[src/hdl/rv_isa_pkg.sv]
// RV32I opcodes, funct3/funct7 codes, instruction field positions, word and index types
package rv_isa_pkg;

	// Data and address width
	localparam int xlen = 32;

	typedef logic [xlen-1:0] word_t;
	typedef logic [4:0] reg_idx_t;

	// Field positions inside the instruction word
	localparam int f_rd_lsb = 7;
	localparam int f_funct3_lsb = 12;
	localparam int f_rs1_lsb = 15;
	localparam int f_rs2_lsb = 20;
	localparam int f_funct7_lsb = 25;

	// ----------------------------------------
	// Major opcodes, bits 6:0
	localparam logic [6:0] op_rtype = 7'b0110011;
	localparam logic [6:0] op_itype = 7'b0010011;
	localparam logic [6:0] op_load = 7'b0000011;
	localparam logic [6:0] op_store = 7'b0100011;
	localparam logic [6:0] op_branch = 7'b1100011;
	localparam logic [6:0] op_jal = 7'b1101111;

	// ----------------------------------------
	// ALU funct3, shared by R and I forms
	localparam logic [2:0] f3_add_sub = 3'b000;
	localparam logic [2:0] f3_sll = 3'b001;
	localparam logic [2:0] f3_slt = 3'b010;
	localparam logic [2:0] f3_xor = 3'b100;
	localparam logic [2:0] f3_srl = 3'b101;
	localparam logic [2:0] f3_or = 3'b110;
	localparam logic [2:0] f3_and = 3'b111;
	// Memory and branch funct3
	localparam logic [2:0] f3_lw = 3'b010;
	localparam logic [2:0] f3_sw = 3'b010;
	localparam logic [2:0] f3_beq = 3'b000;
	localparam logic [2:0] f3_bne = 3'b001;

	// funct7, only sub sets bit 30
	localparam logic [6:0] f7_base = 7'b0000000;
	localparam logic [6:0] f7_sub = 7'b0100000;

endpackage

[src/hdl/fetch_stage.sv]
// Fetch stage: PC, instruction memory with load port, next-PC mux, fetch/decode register
`timescale 1ns/1ns

module fetch_stage #(
	parameter int imem_words = 64
) (
	input logic clk_i,
	input logic rst_i,
	input logic imem_we_i,
	input logic [$clog2(imem_words)-1:0] imem_addr_i,
	input rv_isa_pkg::word_t imem_data_i,
	input logic redirect_i,
	input rv_isa_pkg::word_t target_i,
	output logic if_valid_o,
	output rv_isa_pkg::word_t if_instr_o,
	output rv_isa_pkg::word_t if_pc_o,
	output rv_isa_pkg::word_t if_pc_plus4_o
);
	import rv_isa_pkg::*;

	localparam int imem_aw = $clog2(imem_words);

	word_t imem [imem_words];
	word_t pc;
	word_t pc_plus4;
	word_t next_pc;
	logic [imem_aw-1:0] pc_word;

	// Word index into the program memory
	assign pc_word = pc[imem_aw+1:2];
	assign pc_plus4 = pc + word_t'(4);
	// Redirect from execute/memory register wins
	assign next_pc = redirect_i ? target_i : pc_plus4;

	// ----------------------------------------
	// Program load port
	always_ff @(posedge clk_i) begin
		if (imem_we_i) begin
			imem[imem_addr_i] <= imem_data_i;
		end
	end

	// PC held at zero during reset
	always_ff @(posedge clk_i) begin
		if (rst_i) begin
			pc <= '0;
		end else begin
			pc <= next_pc;
		end
	end

	// ----------------------------------------
	// Fetch/decode register
	always_ff @(posedge clk_i) begin
		// Bubble on reset or redirect
		if (rst_i || redirect_i) begin
			if_valid_o <= 1'b0;
		end else begin
			if_valid_o <= 1'b1;
		end
		if_instr_o <= imem[pc_word];
		if_pc_o <= pc;
		if_pc_plus4_o <= pc_plus4;
	end

	// Branch and jump targets from execute keep the PC on word boundaries
	pc_aligned_a: assert property (@(posedge clk_i) disable iff (rst_i)
		pc[1:0] == 2'b00);

endmodule

[config.mk]
export PLATFORM = sky130hd
export DESIGN_NAME = fetch_stage
export DESIGN_NICKNAME = d
export VERILOG_FILES = /design/src/hdl/rv_isa_pkg.sv /design/src/hdl/fetch_stage.sv
export SDC_FILE = /design/constraint.sdc
export NUM_CORES = 2
export LEC_CHECK = 0
export BUFFER_PORTS_ARGS = -buffer_cell sky130_fd_sc_hd__buf_2
export CAP_MARGIN = 40
export CORE_MARGIN = 2
export CORE_UTILIZATION = 30
export CTS_BUF_LIST = sky130_fd_sc_hd__clkbuf_4
export CTS_CLUSTER_DIAMETER = 100
export DETAILED_ROUTE_END_ITERATION = 8
export PLACE_DENSITY = 0.5
export SYNTH_ARGS = -nofsm -noshare
export SYNTH_HDL_FRONTEND = slang
export SYNTH_SLANG_ARGS = --single-unit
export TNS_END_PERCENT = 50
[constraint.sdc]
create_clock -name clk_i -period 4.2 [get_ports clk_i]
set_clock_uncertainty 0.05 [all_clocks]
set_input_delay 0.42 -clock clk_i [delete_from_list [all_inputs] [get_ports clk_i]]
set_output_delay 0.42 -clock clk_i [all_outputs]
set_load 0.005 [all_outputs]
==> metrics <==
Via-to-Cell Ratio=4.96; multiplexer share of the synthesized area=0.163; DRC Markers=0; Worst Hold Class=primary input to register; number of global-route vias before repair=45200; ys flop type=edfxtp_1; Final period util=0.948; Final Non-Filler Cells=8717; Die Ht=527 um; nets=4780; Final Hold Fails=0; cts hold-fix bufs=221; worst-margin pin slew=1.01 ns; dpl hpwl=130000 um; GRT Total Usage=0.170; grt ovf=0; layout cells sized above 1=0.381; placed insts=7474; PwrDens=463 nW/um2; register area share after synthesis=0.780; leakage=32.0 nW; Synth Area in Compound Gates=0.0195; Yosys Warn Count=0; hold_ws=0.168 ns; WL final=240000 um; Synth cell types=50; RSZ-0062 raised after global routing=false; filler instances=25400; # Post-CTS Setup Buffers=0; post-route ant nets=0; Max Cap Viol=0; main combinational cell family by area after synthesis=multiplexers; Post-synth EDFFs=2048; crit end category=register; Wirelength per Cell=27.5 um; iteration count of the initial detailed-routing pass=8; Final setup viols=0; Core Area=273000 um2; Port-buffer cells=170; Largest stage delay, worst path=0.81 ns; CP max FO=46; global-route wire length before repair=336000 um; Async SR Flop Fraction=0; Slowest-stage cell, CP=dfxtp_4; Worst IR Drop VDD=0.000279 V; minimum clock period=3.98 ns; cell taking the most area after synthesis=edfxtp_1; crit-path cells=buf_12 -> and2_1 -> buf_4 -> nand2_1 -> xnor2_1 -> mux2i_1 -> dlygate4sd3_1 -> nor2_1 -> dlygate4sd3_1; FMAX=0.251 GHz; total number of vias=43300; full die area=278000 um2; Adder-Cell Fraction of Synth Area=0.000152; initial antenna violation count=29; FF/Latch Area=64100 um2; largest cells by area after synthesis=edfxtp_1, mux4_2, dfxtp_1; RD Place Congestion=0.760; Starting DRT DRC Count=4312; post-synthesis xor/xnor area fraction=0.00288; post-CTS sizing=0; clock-pin slew on the worst setup and hold paths=0.07 ns; Skew-Pair Late Insertion Delay=1.37 ns; Synth Instances=3703; WS Path Type=register to register; Slew HR=0.329; most common cell after layout, fill and taps aside=edfxtp_1; number of clock sinks=2175; post-synth top area share=0.749; most frequent cells in the layout=edfxtp_1, clkbuf_4, mux4_2, dlygate4sd3_1, nand2_1; Yosys reg bits=2175; outcome=completed; Setup Total Neg Slack=0 ns; std cell rows=192; CTS tree=built; depth of the CTS H-tree=6; synthesized cell area=82100 um2; total CTS buffers=594; Critical Path AT=5.20 ns; Initial Util=0.301; syn nets=3778; root buf cell=clkbuf_4; Synth Area per Inst=22.2 um2; Area growth syn-to-layout=20.7%; simple-gate share of the synthesized area=0.0221; clock buffer depth=4; CP most frequent cell=dlygate4sd3_1; Die X=527 um; Multi-input gate area=17500 um2; Boundary Pins=171; Slew Limit Fails=0; Worst Setup Start Kind=register; largest net degree at the start of global routing=65; CP required=5.42 ns
[registers in the layout, indices dropped and copies added (netlist names)]
| signal | cells |
|---|---|
| if_valid_o | 1 |
| imem | 2048 |
| if_pc_plus4_o | 32 |
| if_instr_o | 32 |
| pc | 32 |
| if_pc_o | 30 |
[final timing paths]
check / depth (start not counted) / slack, ns / startpoint / endpoint
setup reg to reg: 9 / 0.22 / pc[3] / pc[5]
setup / recovery: 9 / 0.22 / pc[3] / pc[5]
hold reg to reg: 0 / 0.31 / pc[0] / if_pc_plus4_o[0]
hold / removal: 2 / 0.17 / imem_data_i[26] / imem[49][26]
[worst max-delay path: cells and delay by family (launching register included)]
| kind | cells | cell delay [ns] |
|---|---|---|
| xor+xnor | 1 | 0.27 |
| flops | 1 | 0.81 |
| buf+inv | 4 | 1.86 |
| simple gates | 3 | 0.77 |
| mux | 1 | 0.11 |
[area by class of cell]
cell class	instances	share of cell area
diodes	4	0.000101
flip-flops and latches	2175	0.647
clock buffers	885	0.0671
inverters	6	0.000303
well taps	3589	0.0453
clock inverters	130	0.00704
multi-input cells	1325	0.177
repair buffers	603	0.0568
[routing by layer]
metal | wire length, um | GRT usage
met4 | 5880 | 0.0563
met3 | 19000 | 0.0396
met1 | 100000 | 0.230
met2 | 114000 | 0.272
met5 | 93 | 0
[per-stage QoR]
stage	total power [mW]	utilization	area [um2]	setup WS, ns
after global routing	47.8	0.363	99000	0.0962
after floorplan	26.1	-	82100	0.544
after detailed placement	27.6	0.328	89400	0.862
final	45.9	0.363	99100	0.219
after global placement	27.5	0.325	88800	0.868
after CTS	46.5	0.363	99000	0.273
[cells by family (layout without fill, tap and decap cells)]
family,Yosys count,count (layout)
flip-flops,2175,2175
adder cells (fa/ha/maj),1,1
AND/OR/NAND/NOR,410,410
other,0,4
multiplexers,663,663
buffers and inverters,203,1624
XOR/XNOR,27,27
AO/OA/AOI/OAI,224,224
[Yosys cell counts (24+ instances only)]
cell,count
edfxtp_1,2048
mux4_2,532
nand2_1,189
dfxtp_1,127
nor2_1,106
mux2i_1,94
clkbuf_1,76
buf_2,56
a21oi_1,47
buf_4,37
mux2_2,37
a22oi_1,26
o22ai_1,24
[power breakdown]
| part | total [mW] | leakage [nW] | internal (mW) | switching, mW |
|---|---|---|---|---|
| clock | 18.6 | 4.42 | 10.0 | 8.61 |
| combinational | 3.14 | 8.09 | 1.37 | 1.77 |
| sequential | 24.2 | 19.5 | 24.0 | 0.202 |
| total | 45.9 | 32.0 | 35.3 | 10.6 |
No activity file was read; power rests on OpenSTA's default activity.
