===== src/hdl/rv_isa_pkg.sv =====
// RV32I opcodes, funct3/funct7 codes, instruction field positions, word and index types
package rv_isa_pkg;

	// Data and address width
	localparam int xlen = 32;

	typedef logic [xlen-1:0] word_t;
	typedef logic [4:0] reg_idx_t;

	// Field positions inside the instruction word
	localparam int f_rd_lsb = 7;
	localparam int f_funct3_lsb = 12;
	localparam int f_rs1_lsb = 15;
	localparam int f_rs2_lsb = 20;
	localparam int f_funct7_lsb = 25;

	// ----------------------------------------
	// Major opcodes, bits 6:0
	localparam logic [6:0] op_rtype = 7'b0110011;
	localparam logic [6:0] op_itype = 7'b0010011;
	localparam logic [6:0] op_load = 7'b0000011;
	localparam logic [6:0] op_store = 7'b0100011;
	localparam logic [6:0] op_branch = 7'b1100011;
	localparam logic [6:0] op_jal = 7'b1101111;

	// ----------------------------------------
	// ALU funct3, shared by R and I forms
	localparam logic [2:0] f3_add_sub = 3'b000;
	localparam logic [2:0] f3_sll = 3'b001;
	localparam logic [2:0] f3_slt = 3'b010;
	localparam logic [2:0] f3_xor = 3'b100;
	localparam logic [2:0] f3_srl = 3'b101;
	localparam logic [2:0] f3_or = 3'b110;
	localparam logic [2:0] f3_and = 3'b111;
	// Memory and branch funct3
	localparam logic [2:0] f3_lw = 3'b010;
	localparam logic [2:0] f3_sw = 3'b010;
	localparam logic [2:0] f3_beq = 3'b000;
	localparam logic [2:0] f3_bne = 3'b001;

	// funct7, only sub sets bit 30
	localparam logic [6:0] f7_base = 7'b0000000;
	localparam logic [6:0] f7_sub = 7'b0100000;

endpackage


===== src/hdl/rv_core_pkg.sv =====
// Core-internal enums for ALU operation, operand forwarding source and write-back source
package rv_core_pkg;

	// ----------------------------------------
	// ALU operation, chosen in decode
	typedef enum logic [3:0] {
		alu_add = 4'd0,
		alu_sub = 4'd1,
		alu_and = 4'd2,
		alu_or = 4'd3,
		alu_xor = 4'd4,
		// Shift amount from operand b bits 4:0
		alu_sll = 4'd5,
		alu_srl = 4'd6,
		// Signed compare, result 0 or 1
		alu_slt = 4'd7
	} alu_op_e;

	// ----------------------------------------
	// Operand source in execute
	typedef enum logic [1:0] {
		// Value read in decode
		fwd_reg = 2'd0,
		// Result sitting in the execute/memory register
		fwd_ex = 2'd1,
		// Value on the write-back bus
		fwd_wb = 2'd2
	} fwd_sel_e;

	// ----------------------------------------
	// Write-back source in memory stage
	typedef enum logic [1:0] {
		wb_alu = 2'd0,
		wb_mem = 2'd1,
		// Link value for jal
		wb_pc4 = 2'd2
	} wb_src_e;

endpackage


===== src/hdl/execute_stage.sv =====
// Forwarding select, ALU, branch test, target adder and the execute/memory register
`timescale 1ns/1ns

module execute_stage (
	input logic clk_i,
	input logic rst_i,
	input logic id_valid_i,
	input rv_core_pkg::alu_op_e id_alu_op_i,
	input logic id_alu_src_imm_i,
	input logic id_reg_we_i,
	input logic id_mem_we_i,
	input logic id_is_branch_i,
	input logic id_branch_ne_i,
	input logic id_is_jal_i,
	input rv_core_pkg::wb_src_e id_wb_src_i,
	input rv_isa_pkg::word_t id_imm_i,
	input rv_isa_pkg::reg_idx_t id_rs1_idx_i,
	input rv_isa_pkg::reg_idx_t id_rs2_idx_i,
	input rv_isa_pkg::reg_idx_t id_rd_i,
	input rv_isa_pkg::word_t id_rs1_data_i,
	input rv_isa_pkg::word_t id_rs2_data_i,
	input rv_isa_pkg::word_t id_pc_i,
	input rv_isa_pkg::word_t id_pc_plus4_i,
	input logic mem_wb_we_i,
	input rv_isa_pkg::reg_idx_t mem_wb_rd_i,
	input rv_isa_pkg::word_t mem_wb_data_i,
	output logic redirect_o,
	output rv_isa_pkg::word_t target_o,
	output logic ex_reg_we_o,
	output logic ex_mem_we_o,
	output rv_core_pkg::wb_src_e ex_wb_src_o,
	output rv_isa_pkg::reg_idx_t ex_rd_o,
	output rv_isa_pkg::word_t ex_result_o,
	output rv_isa_pkg::word_t ex_store_data_o,
	output rv_isa_pkg::word_t ex_pc_plus4_o
);
	import rv_isa_pkg::*;
	import rv_core_pkg::*;

	fwd_sel_e fwd_a, fwd_b;
	word_t op_a, op_b, alu_b, alu_y, target;
	logic taken, redirect_d;

	// Younger producer first; loads in execute/memory have no data yet
	function automatic fwd_sel_e fwd_pick(input reg_idx_t rs);
		if (ex_reg_we_o && ex_wb_src_o == wb_alu && ex_rd_o == rs) begin
			return fwd_ex;
		end
		if (mem_wb_we_i && mem_wb_rd_i == rs) begin
			return fwd_wb;
		end
		return fwd_reg;
	endfunction

	function automatic word_t fwd_value(input fwd_sel_e sel, input word_t reg_val);
		case (sel)
			fwd_ex: return ex_result_o;
			fwd_wb: return mem_wb_data_i;
			default: return reg_val;
		endcase
	endfunction

	// ----------------------------------------
	// Operand selection
	always_comb begin
		fwd_a = fwd_pick(id_rs1_idx_i);
		fwd_b = fwd_pick(id_rs2_idx_i);
		op_a = fwd_value(fwd_a, id_rs1_data_i);
		op_b = fwd_value(fwd_b, id_rs2_data_i);
	end
	assign alu_b = id_alu_src_imm_i ? id_imm_i : op_b;

	always_comb begin
		case (id_alu_op_i)
			alu_add: alu_y = op_a + alu_b;
			alu_sub: alu_y = op_a - alu_b;
			alu_and: alu_y = op_a & alu_b;
			alu_or: alu_y = op_a | alu_b;
			alu_xor: alu_y = op_a ^ alu_b;
			alu_sll: alu_y = op_a << alu_b[4:0];
			alu_srl: alu_y = op_a >> alu_b[4:0];
			alu_slt: alu_y = word_t'($signed(op_a) < $signed(alu_b));
			default: alu_y = '0;
		endcase
	end

	// Branch compares register operands rather than the immediate
	assign taken = id_is_branch_i && ((op_a == op_b) != id_branch_ne_i);
	assign redirect_d = id_valid_i && (taken || id_is_jal_i);
	assign target = id_pc_i + id_imm_i;

	// ----------------------------------------
	// Execute/memory register bubbled behind its own redirect
	always_ff @(posedge clk_i) begin
		if (rst_i || redirect_o) begin
			redirect_o <= 1'b0;
			ex_reg_we_o <= 1'b0;
			ex_mem_we_o <= 1'b0;
		end else begin
			redirect_o <= redirect_d;
			ex_reg_we_o <= id_valid_i && id_reg_we_i;
			ex_mem_we_o <= id_valid_i && id_mem_we_i;
		end
		target_o <= target;
		ex_wb_src_o <= id_wb_src_i;
		ex_rd_o <= id_rd_i;
		ex_result_o <= alu_y;
		ex_store_data_o <= op_b;
		ex_pc_plus4_o <= id_pc_plus4_i;
	end

endmodule


===== config.mk =====
export PLATFORM = sky130hd
export DESIGN_NAME = execute_stage
export DESIGN_NICKNAME = d
export VERILOG_FILES = /design/src/hdl/rv_isa_pkg.sv /design/src/hdl/rv_core_pkg.sv /design/src/hdl/execute_stage.sv
export SDC_FILE = /design/constraint.sdc
export NUM_CORES = 1
export LEC_CHECK = 0
export BUFFER_PORTS_ARGS = -buffer_cell sky130_fd_sc_hd__buf_2
export CAP_MARGIN = 10
export CORE_MARGIN = 5
export CORE_UTILIZATION = 51
export CTS_CLUSTER_DIAMETER = 120
export DETAILED_ROUTE_END_ITERATION = 10
export GPL_TIMING_DRIVEN = 0
export PLACE_DENSITY = 0.79
export SETUP_SLACK_MARGIN = 0.05
export SLEW_MARGIN = 20
export SYNTH_ARGS = -nofsm -noshare
export SYNTH_HDL_FRONTEND = slang
export SYNTH_SLANG_ARGS = --single-unit
export TNS_END_PERCENT = 20

===== constraint.sdc =====
create_clock -name clk_i -period 4.5 [get_ports clk_i]
set_input_delay 0.45 -clock clk_i [delete_from_list [all_inputs] [get_ports clk_i]]
set_output_delay 0.45 -clock clk_i [all_outputs]
set_load 0.02 [all_outputs]

==> metrics.yaml, run 1 <==
run_status:
  status: "did not finish"
  stop_stage: "5_1_grt"
  error: "[ERROR GRT-0232] Routing congestion too high. Check the congestion heatmap in the GUI."
clock_network:
  cts_hold_buf: 0
  numClockSinks: 138
  cts_buffers: 17
  cts_root_buffer: "clkbuf_16"
  clk_path_buf_depth: 2
  htreeDepth: 4
placed_design:
  portBuffers: 363
  gp_congestion: 1.28
  pre_cts_ws_ns: -1.90
  placed_area_um2: 17800
  dpl.hpwl_um: 77300
logic_synthesis:
  async_flop_share: 0
  avgSynthCellArea_um2: 7.31
  synth_nets: 2470
  synth_top_cell_by_area: "dfxtp_1"
  synth_ff_type: "dfxtp_1"
  yosysWarnings: 0
  synth_cell_type_count: 94
  synth_edf_count: 0
  synth_cells: 2111
  syn_area_um2: 15400
  ys_seq_area_frac: 0.179
  ys_ff_latch: 138
  synth.area.top_cells: "dfxtp_1, ha_1, o21ai_0"
  synth_top_area_frac: 0.179
grt:
  grt_max_degree: 21
  antenna_found_initial: 36
  grt.total_usage: 0.751
  overflow: 5
die:
  fp.dieW_um: 184
  fp-row-count: 63
  die_height_um: 184
  io_pins: 366
  initial_core_util: 0.518
timing:
  worst-ep-kind: "sequential cell input"
  postGrtWorstEndpoint: "ex_result_o[21]$_DFF_P_/D"
## kinds of logic after synthesis
kind of cell             count (synthesis)  synth area share
AO/OA/AOI/OAI                          744             0.334
AND/OR/NAND/NOR                        709             0.213
buffers and inverters                  237            0.0656
flip-flops                             138             0.179
adder cells (fa/ha/maj)                131             0.108
XOR/XNOR                               102            0.0584
multiplexers                            50            0.0427
## per-stage QoR
stage / hold WS [ns] / setup TNS (ns) / std cells
after CTS: 0.103 / -1.33 / 2947
after detailed placement: 0.554 / -33.35 / 2865
after global placement: 0.552 / -34.60 / 2864
after floorplan: 0.478 / 0 / 2111
## what timing repair did
item	CTS
setup buffers	62
pin swaps	61
endpoints found under the hold margin	0
gates cloned	1
endpoints found under the setup margin	30
gates resized for setup	236
## synth_stat cells, types with 20 or more instances
library cell	number
inv_1	87
a31oi_1	47
ha_1	128
xnor2_1	74
nand3_1	128
mux2i_1	33
a211oi_1	39
a31oi_2	21
nor3_1	95
o21ai_0	207
a21oi_1	106
nand2_1	201
dfxtp_1	138
clkbuf_1	80
a221oi_1	32
nor2_1	172
o22ai_1	20
nand4_1	21
xor2_1	27
buf_2	44
o211ai_1	46
a21o_1	27
## metal layers
layer	GRT overflow	GRT usage
met2	3	0.902
met5	0	0.417
met3	0	0.641
met4	2	0.697
met1	0	0.743
==> run 2: changes to the inputs <==
--- a/config.mk
+++ b/config.mk
@@ -8,12 +8,10 @@
 export BUFFER_PORTS_ARGS = -buffer_cell sky130_fd_sc_hd__buf_2
 export CAP_MARGIN = 10
 export CORE_MARGIN = 5
-export CORE_UTILIZATION = 51
-export CTS_CLUSTER_DIAMETER = 120
+export CORE_UTILIZATION = 40
 export DETAILED_ROUTE_END_ITERATION = 10
 export GPL_TIMING_DRIVEN = 0
-export PLACE_DENSITY = 0.79
-export SETUP_SLACK_MARGIN = 0.05
+export PLACE_DENSITY_LB_ADDON = 0.15
 export SLEW_MARGIN = 20
 export SYNTH_ARGS = -nofsm -noshare
 export SYNTH_HDL_FRONTEND = slang
==> constraint.sdc (replaced) <==
create_clock -name clk_i -period 5.9 [get_ports clk_i]
set_input_delay 0.59 -clock clk_i [delete_from_list [all_inputs] [get_ports clk_i]]
set_output_delay 0.59 -clock clk_i [all_outputs]
set_load 0.02 [all_outputs]
==> run 2 against run 1 <==
  * The flow now finishes, with violations (negative setup slack)
  * Area after synthesis is the same
  * Synthesized cell count unchanged
==> metrics.yaml, run 2 <==
routing:
  dr.pass1.iters: 7
  initialDrtViolationCount: 3359
  remaining_drc_errors: 0
  wl_per_cell_um: 34.6
  wl_um: 105000
  avgViaCountPerCell: 6.86
  vias: 20827
  ant_nets: 0
placed_design:
  placed_area_um2: 17900  # +0.46%
  pre_cts_ws_ns: -0.995  # +0.909 ns
  portBuffers: 363  # unchanged
  gp_congestion: 1.12  # -12%
  dpl.hpwl_um: 84600  # +9.5%
timing:
  period_share: 1.02
  setup_violations: 3
  slew_viol_final: 0
  max_freq_ghz: 0.166
  fin_crit_ns: 6.02
  hold_violations: 0
  worst_slew_pin_slew_ns: 1.33
  clock_skew_ns: 0.00730
  worst_slack_ns: -0.124
  tns_ns: -0.213
  holdWs_ns: 0.236
  max_slew_margin: 0.108
  rsz0062_at_grt: "yes"
finish:
  finalNetCount: 2854
  final_common_cell: "buf_2"
  final_cell_mix: "buf_2, o21ai_0, nand2_1"
  area_growth_pct: 20.8
  drive_above_1_share: 0.226
  fin_area_um2: 18600
worst_setup_path:
  arrival_ns: 6.27
  worst_setup_path_start_kind: "flip-flop"
  path_buf_inv: 5
  critPathKind: "flip-flop to flip-flop"
  path_cells: "nor3b_4 > nand4_1 > buf_4 > or2_1 > buf_2 > buf_4 > a31oi_1 > a21bo_2 > ha_1 > buf_2 > inv_1 > nor3_1 > nand4_1 > a31oi_1 > o211ai_1 > a21oi_1 > or3_1 > a21oi_1 > o21ai_0 > nand4_1"
  cpPeakStageDelay_ns: 0.69
  path_delay_family: "compound AO/OA/AOI/OAI gates"
  worst_path_max_delay_cell: "a31oi_1"
  cp_data_required_time_ns: 6.15
  critical_path.max_fanout: 10
  end_kind: "flip-flop"
  cpMostUsedCell: "nand4_1"
grt:
  busiest_layer: "met2"
  grt_pass1_vias: 19237
  grt_max_degree: 20
  grt_pass1_wl_um: 142000
  grtUsageMet1: 0.550
  grt.total_usage: 0.467
  grtUsageMet3: 0.161
  antenna_found_initial: 9
  grt_use_met2: 0.692
  overflow: 0
logic_synthesis:
  avgSynthCellArea_um2: 7.31  # unchanged
  synth_cells: 2111  # unchanged
  synth_common_cells: "o21ai_0, nand2_1, nor2_1, dfxtp_1"
  synth_ff_type: "dfxtp_1"
  synth_edf_count: 0  # unchanged
  yosysWarnings: 0  # unchanged
  syn_area_um2: 15400  # unchanged
  synth_nets: 2470  # unchanged
  ys_ff_latch: 138  # unchanged
  synth.area.top_cells: "dfxtp_1, ha_1, o21ai_0"
  synth_top_area_frac: 0.179  # unchanged
  async_flop_share: 0  # unchanged
  yosysMostFrequentCell: "o21ai_0"
  synth_top_cell_by_area: "dfxtp_1"
  ys_seq_area_frac: 0.179  # unchanged
  synth_cell_type_count: 94  # unchanged
clock_network:
  clk_latency_ns: 0.45
  htreeDepth: 4  # unchanged
  cts_root_buffer: "clkbuf_16"
  cts_buffers: 17  # unchanged
  cts.clk_slew.worst_paths_ns: 0.07
  numClockSinks: 138  # unchanged
  cts_tree: "yes"
  clk_path_buf_depth: 2  # unchanged
flow_run:
  drv_cap: 0
die:
  die_height_um: 206  # +12%
  io_pins: 366  # unchanged
  initial_core_util: 0.402  # -0.116
  die_area_um2: 42600
  design.core.area_um2: 38400
  fp.dieW_um: 206  # +12%
  fp-row-count: 72  # +14%
power_and_ir_drop:
  powerDensity_nw_per_um2: 232
  peakVddDrop_mv: 0.214
  p_leak_uw: 0.00797
  p_total_uw: 4330
run_status:
  violations: "negative setup slack"
  status: "finished with violations"
hold_path:
  holdCritPathClass: "input port to flip-flop"
run 2: cell counts after synthesis:
Identical to the previous run, type by type.
run 2: layout make-up:
class,count,area [µm²]
fill,3874,19700
antenna,10,25.0
buffer,140,657
timing repair buffer,367,1850
tap,518,648
sequential,138,2760
inverter,95,357
clock buffer,19,443
multi-input combinational,1736,11800
clock inverter,13,110
run 2: logic make-up after synthesis:
logic type,synth area share
multiplexers,0.0427
AND/OR/NAND/NOR,0.213
flip-flops,0.179
XOR/XNOR,0.0584
AO/OA/AOI/OAI,0.334
buffers and inverters,0.0656
adder cells (fa/ha/maj),0.108
run 2: where the power goes:
| group | internal (µW) | switching, µW | total, µW | leakage, µW |
|---|---|---|---|---|
| Clock | 561 | 479 | 1040 | 0.000278 |
| Sequential | 1040 | 88.4 | 1130 | 0.00116 |
| Combinational | 644 | 1510 | 2160 | 0.00653 |
| Total | 2250 | 2080 | 4330 | 0.00797 |
run 2: per-stage QoR:
stage | util | instances
floorplan | - | 2111
global placement | 0.466 | 2992
detailed placement | 0.467 | 2993
CTS | 0.483 | 3026
global route | 0.485 | 3033
finish | 0.486 | 3036
run 2: path summary, 6_finish.rpt:
check	startpoint	endpoint	cells after the start	slack, ns
setup / recovery	ex_wb_src_o[1]	ex_result_o[21]	20	-0.12
hold / removal	id_rd_i[1]	ex_rd_o[1]	1	0.24
setup reg to reg	ex_wb_src_o[1]	ex_result_o[21]	20	-0.12
hold reg to reg	ex_result_o[29]	ex_store_data_o[29]	2	0.59
run 2: per-layer routing:
| metal | up-vias | routed length, µm |
|---|---|---|
| met4 | 2 | 10400 |
| met3 | 518 | 14400 |
| met5 | - | 12 |
| met2 | 1843 | 43300 |
| met1 | 9843 | 37000 |
| li1 | 8621 | - |
run 2: what timing repair did:
action | 4_1_cts | 5_1_grt
buffers inserted | 3 | 0
endpoints found under the setup margin | 11 | 8
gates resized for setup | 7 | 16
hold buffers | 0 | 0
pin swaps | 1 | 1
Note: power is estimated with default switching activity, not from simulation.
