File: src/hdl/rv_isa_pkg.sv
// RV32I opcodes, funct3/funct7 codes, instruction field positions, word and index types
package rv_isa_pkg;

	// Data and address width
	localparam int xlen = 32;

	typedef logic [xlen-1:0] word_t;
	typedef logic [4:0] reg_idx_t;

	// Field positions inside the instruction word
	localparam int f_rd_lsb = 7;
	localparam int f_funct3_lsb = 12;
	localparam int f_rs1_lsb = 15;
	localparam int f_rs2_lsb = 20;
	localparam int f_funct7_lsb = 25;

	// ----------------------------------------
	// Major opcodes, bits 6:0
	localparam logic [6:0] op_rtype = 7'b0110011;
	localparam logic [6:0] op_itype = 7'b0010011;
	localparam logic [6:0] op_load = 7'b0000011;
	localparam logic [6:0] op_store = 7'b0100011;
	localparam logic [6:0] op_branch = 7'b1100011;
	localparam logic [6:0] op_jal = 7'b1101111;

	// ----------------------------------------
	// ALU funct3, shared by R and I forms
	localparam logic [2:0] f3_add_sub = 3'b000;
	localparam logic [2:0] f3_sll = 3'b001;
	localparam logic [2:0] f3_slt = 3'b010;
	localparam logic [2:0] f3_xor = 3'b100;
	localparam logic [2:0] f3_srl = 3'b101;
	localparam logic [2:0] f3_or = 3'b110;
	localparam logic [2:0] f3_and = 3'b111;
	// Memory and branch funct3
	localparam logic [2:0] f3_lw = 3'b010;
	localparam logic [2:0] f3_sw = 3'b010;
	localparam logic [2:0] f3_beq = 3'b000;
	localparam logic [2:0] f3_bne = 3'b001;

	// funct7, only sub sets bit 30
	localparam logic [6:0] f7_base = 7'b0000000;
	localparam logic [6:0] f7_sub = 7'b0100000;

endpackage

File: src/hdl/rv_core_pkg.sv
// Core-internal enums for ALU operation, operand forwarding source and write-back source
package rv_core_pkg;

	// ----------------------------------------
	// ALU operation, chosen in decode
	typedef enum logic [3:0] {
		alu_add = 4'd0,
		alu_sub = 4'd1,
		alu_and = 4'd2,
		alu_or = 4'd3,
		alu_xor = 4'd4,
		// Shift amount from operand b bits 4:0
		alu_sll = 4'd5,
		alu_srl = 4'd6,
		// Signed compare, result 0 or 1
		alu_slt = 4'd7
	} alu_op_e;

	// ----------------------------------------
	// Operand source in execute
	typedef enum logic [1:0] {
		// Value read in decode
		fwd_reg = 2'd0,
		// Result sitting in the execute/memory register
		fwd_ex = 2'd1,
		// Value on the write-back bus
		fwd_wb = 2'd2
	} fwd_sel_e;

	// ----------------------------------------
	// Write-back source in memory stage
	typedef enum logic [1:0] {
		wb_alu = 2'd0,
		wb_mem = 2'd1,
		// Link value for jal
		wb_pc4 = 2'd2
	} wb_src_e;

endpackage

File: src/hdl/decode_stage.sv
// Main control, ALU control, immediate generation and the decode/execute register
`timescale 1ns/1ns

module decode_stage (
	input logic clk_i,
	input logic rst_i,
	input logic squash_i,
	input logic if_valid_i,
	input rv_isa_pkg::word_t if_instr_i,
	input rv_isa_pkg::word_t if_pc_i,
	input rv_isa_pkg::word_t if_pc_plus4_i,
	input rv_isa_pkg::word_t rs1_data_i,
	input rv_isa_pkg::word_t rs2_data_i,
	output rv_isa_pkg::reg_idx_t rs1_idx_o,
	output rv_isa_pkg::reg_idx_t rs2_idx_o,
	output logic id_valid_o,
	output rv_core_pkg::alu_op_e id_alu_op_o,
	output logic id_alu_src_imm_o,
	output logic id_reg_we_o,
	output logic id_mem_we_o,
	output logic id_is_branch_o,
	output logic id_branch_ne_o,
	output logic id_is_jal_o,
	output rv_core_pkg::wb_src_e id_wb_src_o,
	output rv_isa_pkg::word_t id_imm_o,
	output rv_isa_pkg::reg_idx_t id_rs1_idx_o,
	output rv_isa_pkg::reg_idx_t id_rs2_idx_o,
	output rv_isa_pkg::reg_idx_t id_rd_o,
	output rv_isa_pkg::word_t id_rs1_data_o,
	output rv_isa_pkg::word_t id_rs2_data_o,
	output rv_isa_pkg::word_t id_pc_o,
	output rv_isa_pkg::word_t id_pc_plus4_o
);
	import rv_isa_pkg::*;
	import rv_core_pkg::*;

	logic [6:0] opcode;
	logic [2:0] funct3;
	logic [6:0] funct7;
	reg_idx_t rd;
	word_t imm_i, imm_s, imm_b, imm_j, imm;
	alu_op_e alu_dec, alu_op;
	logic alu_ok, known, dec_valid;
	logic alu_src_imm, reg_we, mem_we, is_branch, branch_ne, is_jal;
	wb_src_e wb_src;

	assign opcode = if_instr_i[6:0];
	assign funct3 = if_instr_i[f_funct3_lsb +: 3];
	assign funct7 = if_instr_i[f_funct7_lsb +: 7];
	assign rd = if_instr_i[f_rd_lsb +: 5];
	// Register file read addresses
	assign rs1_idx_o = if_instr_i[f_rs1_lsb +: 5];
	assign rs2_idx_o = if_instr_i[f_rs2_lsb +: 5];

	// ----------------------------------------
	// Immediates sign-extended from bit 31
	assign imm_i = {{20{if_instr_i[31]}}, if_instr_i[31:20]};
	assign imm_s = {{20{if_instr_i[31]}}, if_instr_i[31:25], if_instr_i[11:7]};
	assign imm_b = {{19{if_instr_i[31]}}, if_instr_i[31], if_instr_i[7],
		if_instr_i[30:25], if_instr_i[11:8], 1'b0};
	assign imm_j = {{11{if_instr_i[31]}}, if_instr_i[31], if_instr_i[19:12],
		if_instr_i[20], if_instr_i[30:21], 1'b0};

	// ALU control from funct3 with sub only in R form
	always_comb begin
		alu_ok = 1'b1;
		case (funct3)
			f3_add_sub: alu_dec = (opcode == op_rtype && funct7 == f7_sub) ?
				alu_sub : alu_add;
			f3_sll: alu_dec = alu_sll;
			f3_slt: alu_dec = alu_slt;
			f3_xor: alu_dec = alu_xor;
			f3_srl: alu_dec = alu_srl;
			f3_or: alu_dec = alu_or;
			f3_and: alu_dec = alu_and;
			default: begin
				// sltu not kept
				alu_dec = alu_add;
				alu_ok = 1'b0;
			end
		endcase
	end

	// ----------------------------------------
	// Main control
	always_comb begin
		known = 1'b1;
		alu_op = alu_add;
		alu_src_imm = 1'b0;
		reg_we = 1'b0;
		mem_we = 1'b0;
		is_branch = 1'b0;
		branch_ne = 1'b0;
		is_jal = 1'b0;
		wb_src = wb_alu;
		imm = imm_i;
		case (opcode)
			op_rtype: begin
				// Rejects mul and sra encodings
				known = alu_ok && (funct7 == f7_base ||
					(funct3 == f3_add_sub && funct7 == f7_sub));
				alu_op = alu_dec;
				reg_we = 1'b1;
			end
			op_itype: begin
				// No immediate shifts
				known = alu_ok && funct3 != f3_sll && funct3 != f3_srl;
				alu_op = alu_dec;
				alu_src_imm = 1'b1;
				reg_we = 1'b1;
			end
			op_load: begin
				known = (funct3 == f3_lw);
				alu_src_imm = 1'b1;
				reg_we = 1'b1;
				wb_src = wb_mem;
			end
			op_store: begin
				known = (funct3 == f3_sw);
				alu_src_imm = 1'b1;
				mem_we = 1'b1;
				imm = imm_s;
			end
			op_branch: begin
				known = (funct3 == f3_beq || funct3 == f3_bne);
				is_branch = 1'b1;
				branch_ne = (funct3 == f3_bne);
				imm = imm_b;
			end
			op_jal: begin
				is_jal = 1'b1;
				reg_we = 1'b1;
				wb_src = wb_pc4;
				imm = imm_j;
			end
			default: known = 1'b0;
		endcase
	end

	// Unknown encodings become bubbles
	assign dec_valid = if_valid_i && known;

	// ----------------------------------------
	// Decode/execute register
	always_ff @(posedge clk_i) begin
		if (rst_i || squash_i) begin
			id_valid_o <= 1'b0;
			id_reg_we_o <= 1'b0;
			id_mem_we_o <= 1'b0;
			id_is_branch_o <= 1'b0;
			id_is_jal_o <= 1'b0;
		end else begin
			id_valid_o <= dec_valid;
			// x0 destination never writes
			id_reg_we_o <= dec_valid && reg_we && rd != '0;
			id_mem_we_o <= dec_valid && mem_we;
			id_is_branch_o <= dec_valid && is_branch;
			id_is_jal_o <= dec_valid && is_jal;
		end
		id_alu_op_o <= alu_op;
		id_alu_src_imm_o <= alu_src_imm;
		id_branch_ne_o <= branch_ne;
		id_wb_src_o <= wb_src;
		id_imm_o <= imm;
		id_rs1_idx_o <= rs1_idx_o;
		id_rs2_idx_o <= rs2_idx_o;
		id_rd_o <= rd;
		id_rs1_data_o <= rs1_data_i;
		id_rs2_data_o <= rs2_data_i;
		id_pc_o <= if_pc_i;
		id_pc_plus4_o <= if_pc_plus4_i;
	end

endmodule

File: config.mk
export PLATFORM = sky130hd
export DESIGN_NAME = decode_stage
export DESIGN_NICKNAME = d
export VERILOG_FILES = /design/src/hdl/rv_isa_pkg.sv /design/src/hdl/rv_core_pkg.sv /design/src/hdl/decode_stage.sv
export SDC_FILE = /design/constraint.sdc
export NUM_CORES = 1
export LEC_CHECK = 0
export BUFFER_PORTS_ARGS = -buffer_cell sky130_fd_sc_hd__buf_2
export CAP_MARGIN = 25
export CELL_PAD_IN_SITES_DETAIL_PLACEMENT = 2
export CELL_PAD_IN_SITES_GLOBAL_PLACEMENT = 2
export CORE_ASPECT_RATIO = 0.75
export CORE_MARGIN = 8
export CORE_UTILIZATION = 21
export DETAILED_ROUTE_END_ITERATION = 10
export PLACE_DENSITY = 0.89
export SETUP_SLACK_MARGIN = 0.1
export SLEW_MARGIN = 20
export SYNTH_ARGS = -nofsm -noshare
export SYNTH_HDL_FRONTEND = slang
export SYNTH_SLANG_ARGS = --single-unit
File: constraint.sdc
create_clock -name clk_i -period 1.9 [get_ports clk_i]
set_input_delay 0.475 -clock clk_i [delete_from_list [all_inputs] [get_ports clk_i]]
set_output_delay 0.475 -clock clk_i [all_outputs]
set_load 0.1 [all_outputs]
==> results.py, run 1 <==
metrics = {
    "outcome": {
        "run_status": "completed",
    },
    "die": {
        "start_util_pct": 21.58,
        "core_region_area_mm2": 0.01949,
        "dieArea_mm2": 0.02486,
        "io_pins": 362,
        "die_w_um": 179.4,
        "num_rows": 44,
        "fp.dieH_um": 138.6,
    },
    "finish": {
        "final_cell_area_mm2": 0.006819,
        "fillCellCount": 2169,
        "area_delta_synth_final_pct": 62.15,
        "nets": 796,
        "multi_input_area_um2": 483.0,
        "ff_latch_area_mm2": 0.003525,
        "drive_gt1_share_pct": 64.03,
    },
    "yosys": {
        "synth_top_cells_by_area": "dfxtp_1, buf_4, a21o_1, mux2_2, nor2_1",
        "synth.avg_cell_area_um2": 15.46,
        "synth_commonest_cells": "dfxtp_1, buf_4, a21o_1",
        "synth-main-ff-cell": "dfxtp_1",
        "synth_most_common_cell": "dfxtp_1",
        "synth_warnings": 0,
        "yosysSeqAreaShare_pct": 83.78,
        "ys_types": 39,
        "synth_top_area_share_pct": 83.78,
        "synthesis.instances": 272,
        "synth_edf_count": 0,
        "syn-cell-area_mm2": 0.004205,
        "synth_fp_nets": 436,
        "async_flop_share_pct": 0,
        "synth-seq-cells": 176,
        "synth_largest_area_cell": "dfxtp_1",
    },
    "place": {
        "place_congestion": 0.7788,
        "port_buffers": 360,
        "hpwl_um": 17150,
        "placed_cell_area_mm2": 0.006206,
        "pre_cts_slack_ns": -0.08512,
    },
    "worst_setup_path": {
        "max_stage_delay_ns": 0.46,
        "cp-end-kind": "output pin",
        "crit_arrival_ns": 1.29,
        "required_ns": 1.42,
        "worst-path-buf-inv": 1,
        "crit_slowest_cell": "buf_2",
        "crit_path_start_kind": "flip-flop",
        "cp_max_fo": 12,
        "worst-setup-path-type": "flip-flop to output pin",
        "cp_top_family": "buffers and inverters",
        "path_cells": "buf_2",
    },
    "drt": {
        "wl_um": 19840,
        "drtPass1Iterations": 4,
        "routedWlPerCell_um": 21.97,
        "antenna_left": 0,
        "num_vias": 3440,
        "drt-initial-drc-count": 99,
        "drc": 0,
        "vias_per_cell": 3.810,
    },
    "sta": {
        "fmax_mhz": 566.1,
        "min_period_over_period_pct": 92.97,
        "whs_ns": 0.1355,
        "finalMaxSlewViolations": 0,
        "worst-slew-pin-transition_ns": 0.7641,
        "final.min_clock_period_ns": 1.766,
        "relSlewSlack_pct": 48.95,
        "setup_viol": 0,
        "hold_viol": 0,
        "fin_ws_ns": 0.1336,
        "rsz0062_at_grt": "true",
    },
    "power_and_ir_drop": {
        "p_int_uw": 5935,
        "pwr-share-comb_pct": 21.9,
        "vdd_drop_max_v": 0.0003884,
        "p_total_uw": 9445,
        "p_seq_share_pct": 41.7,
        "switching_share_pct": 37.16,
        "clockPowerShare_pct": 36.4,
        "power_density_mw_per_mm2": 1385,
        "p_switching_uw": 3510,
        "p_leak_uw": 0.003429,
    },
    "global_route": {
        "grt_antenna_before_repair": 4,
        "grt_pass1_vias": 4038,
        "overflow": 0,
        "grt_pass1_wl_um": 28280,
        "grt_max_degree": 20,
        "grtUsageTotal_pct": 15.72,
    },
    "cts": {
        "numClockSinks": 176,
        "cts-root-buf": "clkbuf_16",
        "numCtsBuffers": 17,
        "cts_max_path_buffers": 2,
        "htree_levels": 4,
        "cts_tree": "built",
        "clkSlewWorstSetupHoldPaths_ns": 0.08,
        "post_cts_buffers": 0,
    },
    "job": {
        "drv_cap": 0,
    },
    "min_path": {
        "min_path_type": "input pin to flip-flop",
    },
}
power groups by stage:
stage	Sequential [µW]	Clock (µW)	Combinational (µW)
2_1_floorplan	5380	0	274
3_3_place_gp	4010	0	2060
3_5_place_dp	4020	0	2080
4_1_cts	3940	3560	2080
5_1_grt	3950	3690	2120
6_report	3930	3440	2070
through the flow:
| step | TNS (ns) | cells | utilization (%) |
|---|---|---|---|
| 6_report | 0 | 903 | 34.99 |
| 4_1_cts | 0 | 898 | 34.93 |
| 2_1_floorplan | 0 | 272 | - |
| 3_3_place_gp | -0.01020 | 866 | 31.84 |
| 5_1_grt | 0 | 903 | 34.99 |
| 3_5_place_dp | -0.08512 | 866 | 31.84 |
cell families after synthesis:
group | count (synthesis) | synth area share (%)
compound gates | 24 | 4.374
other cells | 1 | 0.08917
mux | 4 | 1.071
xor+xnor | 1 | 0.2083
simple gates | 38 | 5.743
buf+inv | 28 | 4.731
flops | 176 | 83.78
layout make-up:
| type | instances | area share [%] |
|---|---|---|
| multi-input cells | 68 | 7.083 |
| flip-flops and latches | 176 | 51.69 |
| repair buffers | 369 | 27.60 |
| clock inverters | 14 | 2.514 |
| clock buffers | 18 | 6.294 |
| well taps | 253 | 4.642 |
| diodes | 5 | 0.1835 |
what timing repair did:
action | in CTS | in global routing
gates resized for setup | 0 | 0
hold buffers | 0 | 0
endpoints found under the setup margin | 9 | 12
layout by cell type (no fill, tap or decap), types with 3 or more instances in the layout:
cell       count
mux2_2         4
nand2_1        4
clkbuf_16     17
nand2b_1       4
nor3_1         4
a21o_1         9
buf_4          8
clkinv_8       6
diode_2        5
nor2_1         8
dfxtp_1      175
inv_6          3
a21oi_1        4
buf_2        360
o22ai_1        3
layer usage:
layer / vias up / track usage, % / part of all wire [%]
met3: 11 / 6.361 / 7.0
li1: 1592 / - / -
met5: - / 0 / 0
met1: 1673 / 15.80 / 37
met4: 0 / 5.033 / 1.1
met2: 164 / 29.27 / 55
path summary, 6_finish.rpt:
path                       start           endpoint  depth (start not counted)
setup / recovery    id_imm_o[20]       id_imm_o[26]                          1
hold / removal    rs2_data_i[29]  id_rs2_data_o[29]                          1
state kept, by name (all words and copies together) (netlist names):
name,flops
id_pc_o,32
id_pc_plus4_o,32
id_rs1_data_o,32
id_rs2_data_o,32
id_imm_o,21
id_rd_o,5
id_rs1_idx_o,5
id_rs2_idx_o,5
id_alu_op_o,3
id_wb_src_o,2
id_alu_src_imm_o,1
id_branch_ne_o,1
id_is_branch_o,1
id_is_jal_o,1
id_mem_we_o,1
id_reg_we_o,1
id_valid_o,1
No activity file was read; power rests on OpenSTA's default activity.
==> run 2, diff against run 1 <==
- BUFFER_PORTS_ARGS: -buffer_cell sky130_fd_sc_hd__buf_2 -> -buffer_cell sky130_fd_sc_hd__clkbuf_2
==> run 2 against run 1 <==
Core utilization is 0.24 points higher. Power is 0.50% higher. Maximum frequency is 1.5% higher. Sequential power hardly changed. Highest routed layer unchanged. Non-clock buffer count stayed put. Sequential share of layout area is 0.35 points lower. Worst setup slack better by 0.026 ns.
==> results.py, run 2 (synthesized netlist as in run 1, its figures left out) <==
metrics = {
    "cts": {
        "post_cts_buffers": 0,
        "hold_buffers": 0,
        "numCtsBuffers": 17,
        "htree_levels": 4,
        "clkSlewWorstSetupHoldPaths_ns": 0.08,
        "cts_max_path_buffers": 2,
        "cts_tree": "built",
        "cts-root-buf": "clkbuf_16",
        "numClockSinks": 176,
    },
    "place": {
        "place_congestion": 0.7664,
        "dp.cells": 866,
        "pre_cts_slack_ns": -0.04168,
        "port_buffers": 360,
        "hpwl_um": 17090,
    },
    "power_and_ir_drop": {
        "vdd_drop_max_v": 0.0003800,
        "p_total_uw": 9493,
        "power_density_mw_per_mm2": 1383,
        "p_leak_uw": 0.003507,
    },
    "global_route": {
        "overflow": 0,
        "grt_max_degree": 20,
        "grt_pass1_wl_um": 28760,
        "grt_pass1_vias": 4121,
        "met2_usage_pct": 29.39,
        "grtUsageTotal_pct": 15.85,
        "busiest_layer": "met2",
        "use_met3_pct": 6.204,
        "grt_antenna_before_repair": 2,
        "use_met1_pct": 16.16,
    },
    "min_path": {
        "min-delay-start": "rs1_data_i[16]",
        "min_to": "id_rs1_data_o[16]",
        "hold_path_depth": 1,
        "min_path_type": "input pin to flip-flop",
    },
    "sta": {
        "final.min_clock_period_ns": 1.740,
        "worst-slew-pin-transition_ns": 0.8013,
        "finalMaxSlewViolations": 0,
        "hold_viol": 0,
        "fin_ws_ns": 0.1601,
        "min_period_over_period_pct": 91.58,
        "setup_tns_ns": 0,
        "setup_viol": 0,
        "relSlewSlack_pct": 46.47,
        "fmax_mhz": 574.7,
        "rsz0062_at_grt": "false",
    },
    "drt": {
        "antenna_left": 0,
        "routedWlPerCell_um": 21.84,
        "wl_um": 19660,
        "drtPass1Iterations": 4,
        "drt-initial-drc-count": 91,
        "num_vias": 3441,
        "drc": 0,
        "vias_per_cell": 3.823,
    },
    "worst_setup_path": {
        "required_ns": 1.42,
        "cp-end-kind": "output pin",
        "crit_slowest_cell": "clkbuf_2",
        "cp_top_family": "buffers and inverters",
        "cp_max_fo": 1,
        "crit_path_start_kind": "flip-flop",
        "crit_cells": 1,
        "crit_arrival_ns": 1.26,
        "worst-setup-path-type": "flip-flop to output pin",
        "max_stage_delay_ns": 0.52,
        "worst-path-buf-inv": 1,
        "path_cells": "clkbuf_2",
    },
    "die": {
        "start_util_pct": 21.58,
        "io_pins": 362,
        "core_region_area_mm2": 0.01949,
        "fp.dieH_um": 138.6,
        "dieArea_mm2": 0.02486,
        "num_rows": 44,
        "die_w_um": 179.4,
    },
    "finish": {
        "final_common_cell": "clkbuf_2",
        "drive_gt1_share_pct": 64.19,
        "fin_util_pct": 35.23,
        "fin_cells": 900,
        "nets": 796,
        "final_cell_mix": "clkbuf_2, dfxtp_1, buf_4",
        "area_delta_synth_final_pct": 63.25,
    },
    "outcome": {
        "run_status": "completed",
    },
    "job": {
        "drv_cap": 0,
    },
}
[run 2: how the worst max path moves through the flow]
| stage | startpoint | end | slack [ns] |
|---|---|---|---|
| after CTS | id_rs1_data_o[3] | id_rs1_data_o[3] | 0.11 |
| final | id_pc_plus4_o[25] | id_pc_plus4_o[25] | 0.16 |
| after detailed placement | if_instr_i[28] | id_reg_we_o | -0.04 |
| after global routing | id_rs2_data_o[7] | id_rs2_data_o[7] | 0.11 |
| after global placement | if_instr_i[28] | id_reg_we_o | 0.01 |
| after floorplan | if_instr_i[14] | id_reg_we_o | 0.17 |
[run 2: metrics by stage]
step | hold slack, ns | area, µm²
finish | 0.1449 | 6865
global route | 0.1143 | 6865
CTS | 0.1185 | 6860
detailed placement | 0.5796 | 6218
global placement | 0.5775 | 6218
floorplan | 0.5027 | 4207
[run 2: what timing repair did]
| action | 4_1_cts | 5_1_grt |
|---|---|---|
| endpoints found under the hold margin | 0 | 0 |
| resized for setup | 12 | 1 |
| endpoints found under the setup margin | 12 | 1 |
| pin swaps | 0 | 0 |
[run 2: routing by layer]
| layer | share of wire (%) | routed length [µm] |
|---|---|---|
| met5 | 0 | 0 |
| met1 | 37 | 7282 |
| met3 | 7.0 | 1379 |
| met2 | 54 | 10700 |
| met4 | 1.5 | 294 |
[run 2: area by class of cell]
class                      instances  area (µm²)
sequential                       176        3525
timing repair buffer             369        1924
antenna                            2       5.005
multi-input combinational         68       483.0
clock inverter                    14       172.7
clock buffer                      18       439.2
fill                            2160       12620
tap                              253       316.6
[run 2: power by group]
part | internal (µW) | total, µW | switching (µW)
logic | 292 | 2080 | 1780
clock network | 1810 | 3480 | 1670
registers | 3880 | 3940 | 63.5
==> run 3, diff against run 2 <==
- RECOVER_POWER: unset -> 50
==> run 3 against run 2 <==
Die area stayed put. Largest cell class unchanged. Global-route usage is the same. Count of clock-buffer cells in the layout did not move.
==> results.py, run 3 (synthesized netlist as in run 1, its figures left out) <==
metrics = {
    "worst_setup_path": {
        "crit_path_start_kind": "flip-flop",
        "path_cells": "clkbuf_2",
        "worst-path-buf-inv": 1,
        "crit_slowest_cell": "clkbuf_2",
        "cp-end-kind": "output pin",
        "required_ns": 1.42,
        "worst-setup-path-type": "flip-flop to output pin",
        "max_stage_delay_ns": 0.52,
        "cp_top_family": "buffers and inverters",
        "cp_max_fo": 1,
        "crit_arrival_ns": 1.27,
    },
    "global_route": {
        "grtUsageTotal_pct": 15.85,
        "grt_max_degree": 20,
        "grt_antenna_before_repair": 2,
        "grt_pass1_wl_um": 28760,
        "overflow": 0,
        "grt_pass1_vias": 4121,
    },
    "sta": {
        "min_period_over_period_pct": 91.62,
        "finalMaxSlewViolations": 0,
        "whs_ns": 0.1454,
        "final.min_clock_period_ns": 1.741,
        "rsz0062_at_grt": "false",
        "fmax_mhz": 574.5,
        "relSlewSlack_pct": 47.30,
        "worst-slew-pin-transition_ns": 0.7889,
        "setup_viol": 0,
        "hold_viol": 0,
    },
    "drt": {
        "drtPass1Iterations": 4,
        "drc": 0,
        "routedWlPerCell_um": 21.86,
        "wl_um": 19680,
        "num_vias": 3453,
        "drt-initial-drc-count": 73,
        "vias_per_cell": 3.837,
        "antenna_left": 0,
    },
    "outcome": {
        "run_status": "completed",
    },
    "die": {
        "num_rows": 44,
        "start_util_pct": 21.58,
        "core_region_area_mm2": 0.01949,
        "die_w_um": 179.4,
        "fp.dieH_um": 138.6,
        "dieArea_mm2": 0.02486,
        "io_pins": 362,
    },
    "place": {
        "port_buffers": 360,
        "place_congestion": 0.7664,
        "hpwl_um": 17090,
    },
    "cts": {
        "numClockSinks": 176,
        "post_cts_buffers": 0,
        "cts-root-buf": "clkbuf_16",
        "clkSlewWorstSetupHoldPaths_ns": 0.08,
        "cts_tree": "built",
        "numCtsBuffers": 17,
        "htree_levels": 4,
        "cts_max_path_buffers": 2,
        "hold_buffers": 0,
    },
    "finish": {
        "final_common_cell": "clkbuf_2",
        "final_cell_mix": "clkbuf_2, dfxtp_1, clkbuf_1",
        "nets": 796,
        "drive_gt1_share_pct": 58.76,
        "area_delta_synth_final_pct": 60.96,
        "fin_util_pct": 34.73,
    },
    "power_and_ir_drop": {
        "p_leak_uw": 0.003389,
        "power_density_mw_per_mm2": 1399,
        "vdd_drop_max_v": 0.0003791,
    },
    "job": {
        "drv_cap": 0,
    },
    "min_path": {
        "min_path_type": "input pin to flip-flop",
    },
}
-- run 3: cell types whose count changed in the layout (fill, tap and decap cells not counted), sizes merged --
cell	before	now
clkbuf	367	378
buf	20	9
-- run 3: final timing paths --
kind	start	end	slack, ns	cells after the start
worst min-delay path	if_pc_i[13]	id_pc_o[13]	0.15	1
worst max-delay path	id_pc_plus4_o[25]	id_pc_plus4_o[25]	0.16	1
-- run 3: power by group --
| part | internal [µW] | total [µW] | switching [µW] |
|---|---|---|---|
| clock network | 1810 | 3470 | 1670 |
| registers | 3880 | 3940 | 63.7 |
| logic | 275 | 2060 | 1780 |
-- run 3: layer usage --
| layer | vias to the layer above | track usage (%) | wire length, µm |
|---|---|---|---|
| li1 | 1591 | - | - |
| met5 | - | 0 | 0 |
| met1 | 1683 | 16.16 | 7275 |
| met4 | 0 | 4.989 | 292 |
| met3 | 19 | 6.204 | 1389 |
| met2 | 160 | 29.39 | 10720 |
-- run 3: metrics by stage --
step,setup TNS [ns],instance area [µm²],cells,setup WS [ns],power [µW]
after floorplan,0,4207,272,0.1652,5654
after global placement,0,6218,866,0.01483,6068
after detailed placement,-0.04168,6218,866,-0.04168,6110
after CTS,0,6860,898,0.1140,9624
after global routing,0,6769,900,0.1054,9802
final,0,6769,900,0.1593,9471
-- run 3: area by class of cell --
cell class,count,area (µm²)
diodes,2,5.005
clock buffers,18,439.2
clock inverters,14,172.7
fillers,2177,12720
multi-input cells,68,456.7
flip-flops and latches,176,3525
well taps,253,316.6
repair buffers,369,1854
-- run 3: timing repair --
| item | 4_1_cts | 5_1_grt |
|---|---|---|
| gates resized for setup | 12 | 1 |
| pin swaps | 0 | 0 |
| endpoints found under the setup margin | 12 | 1 |
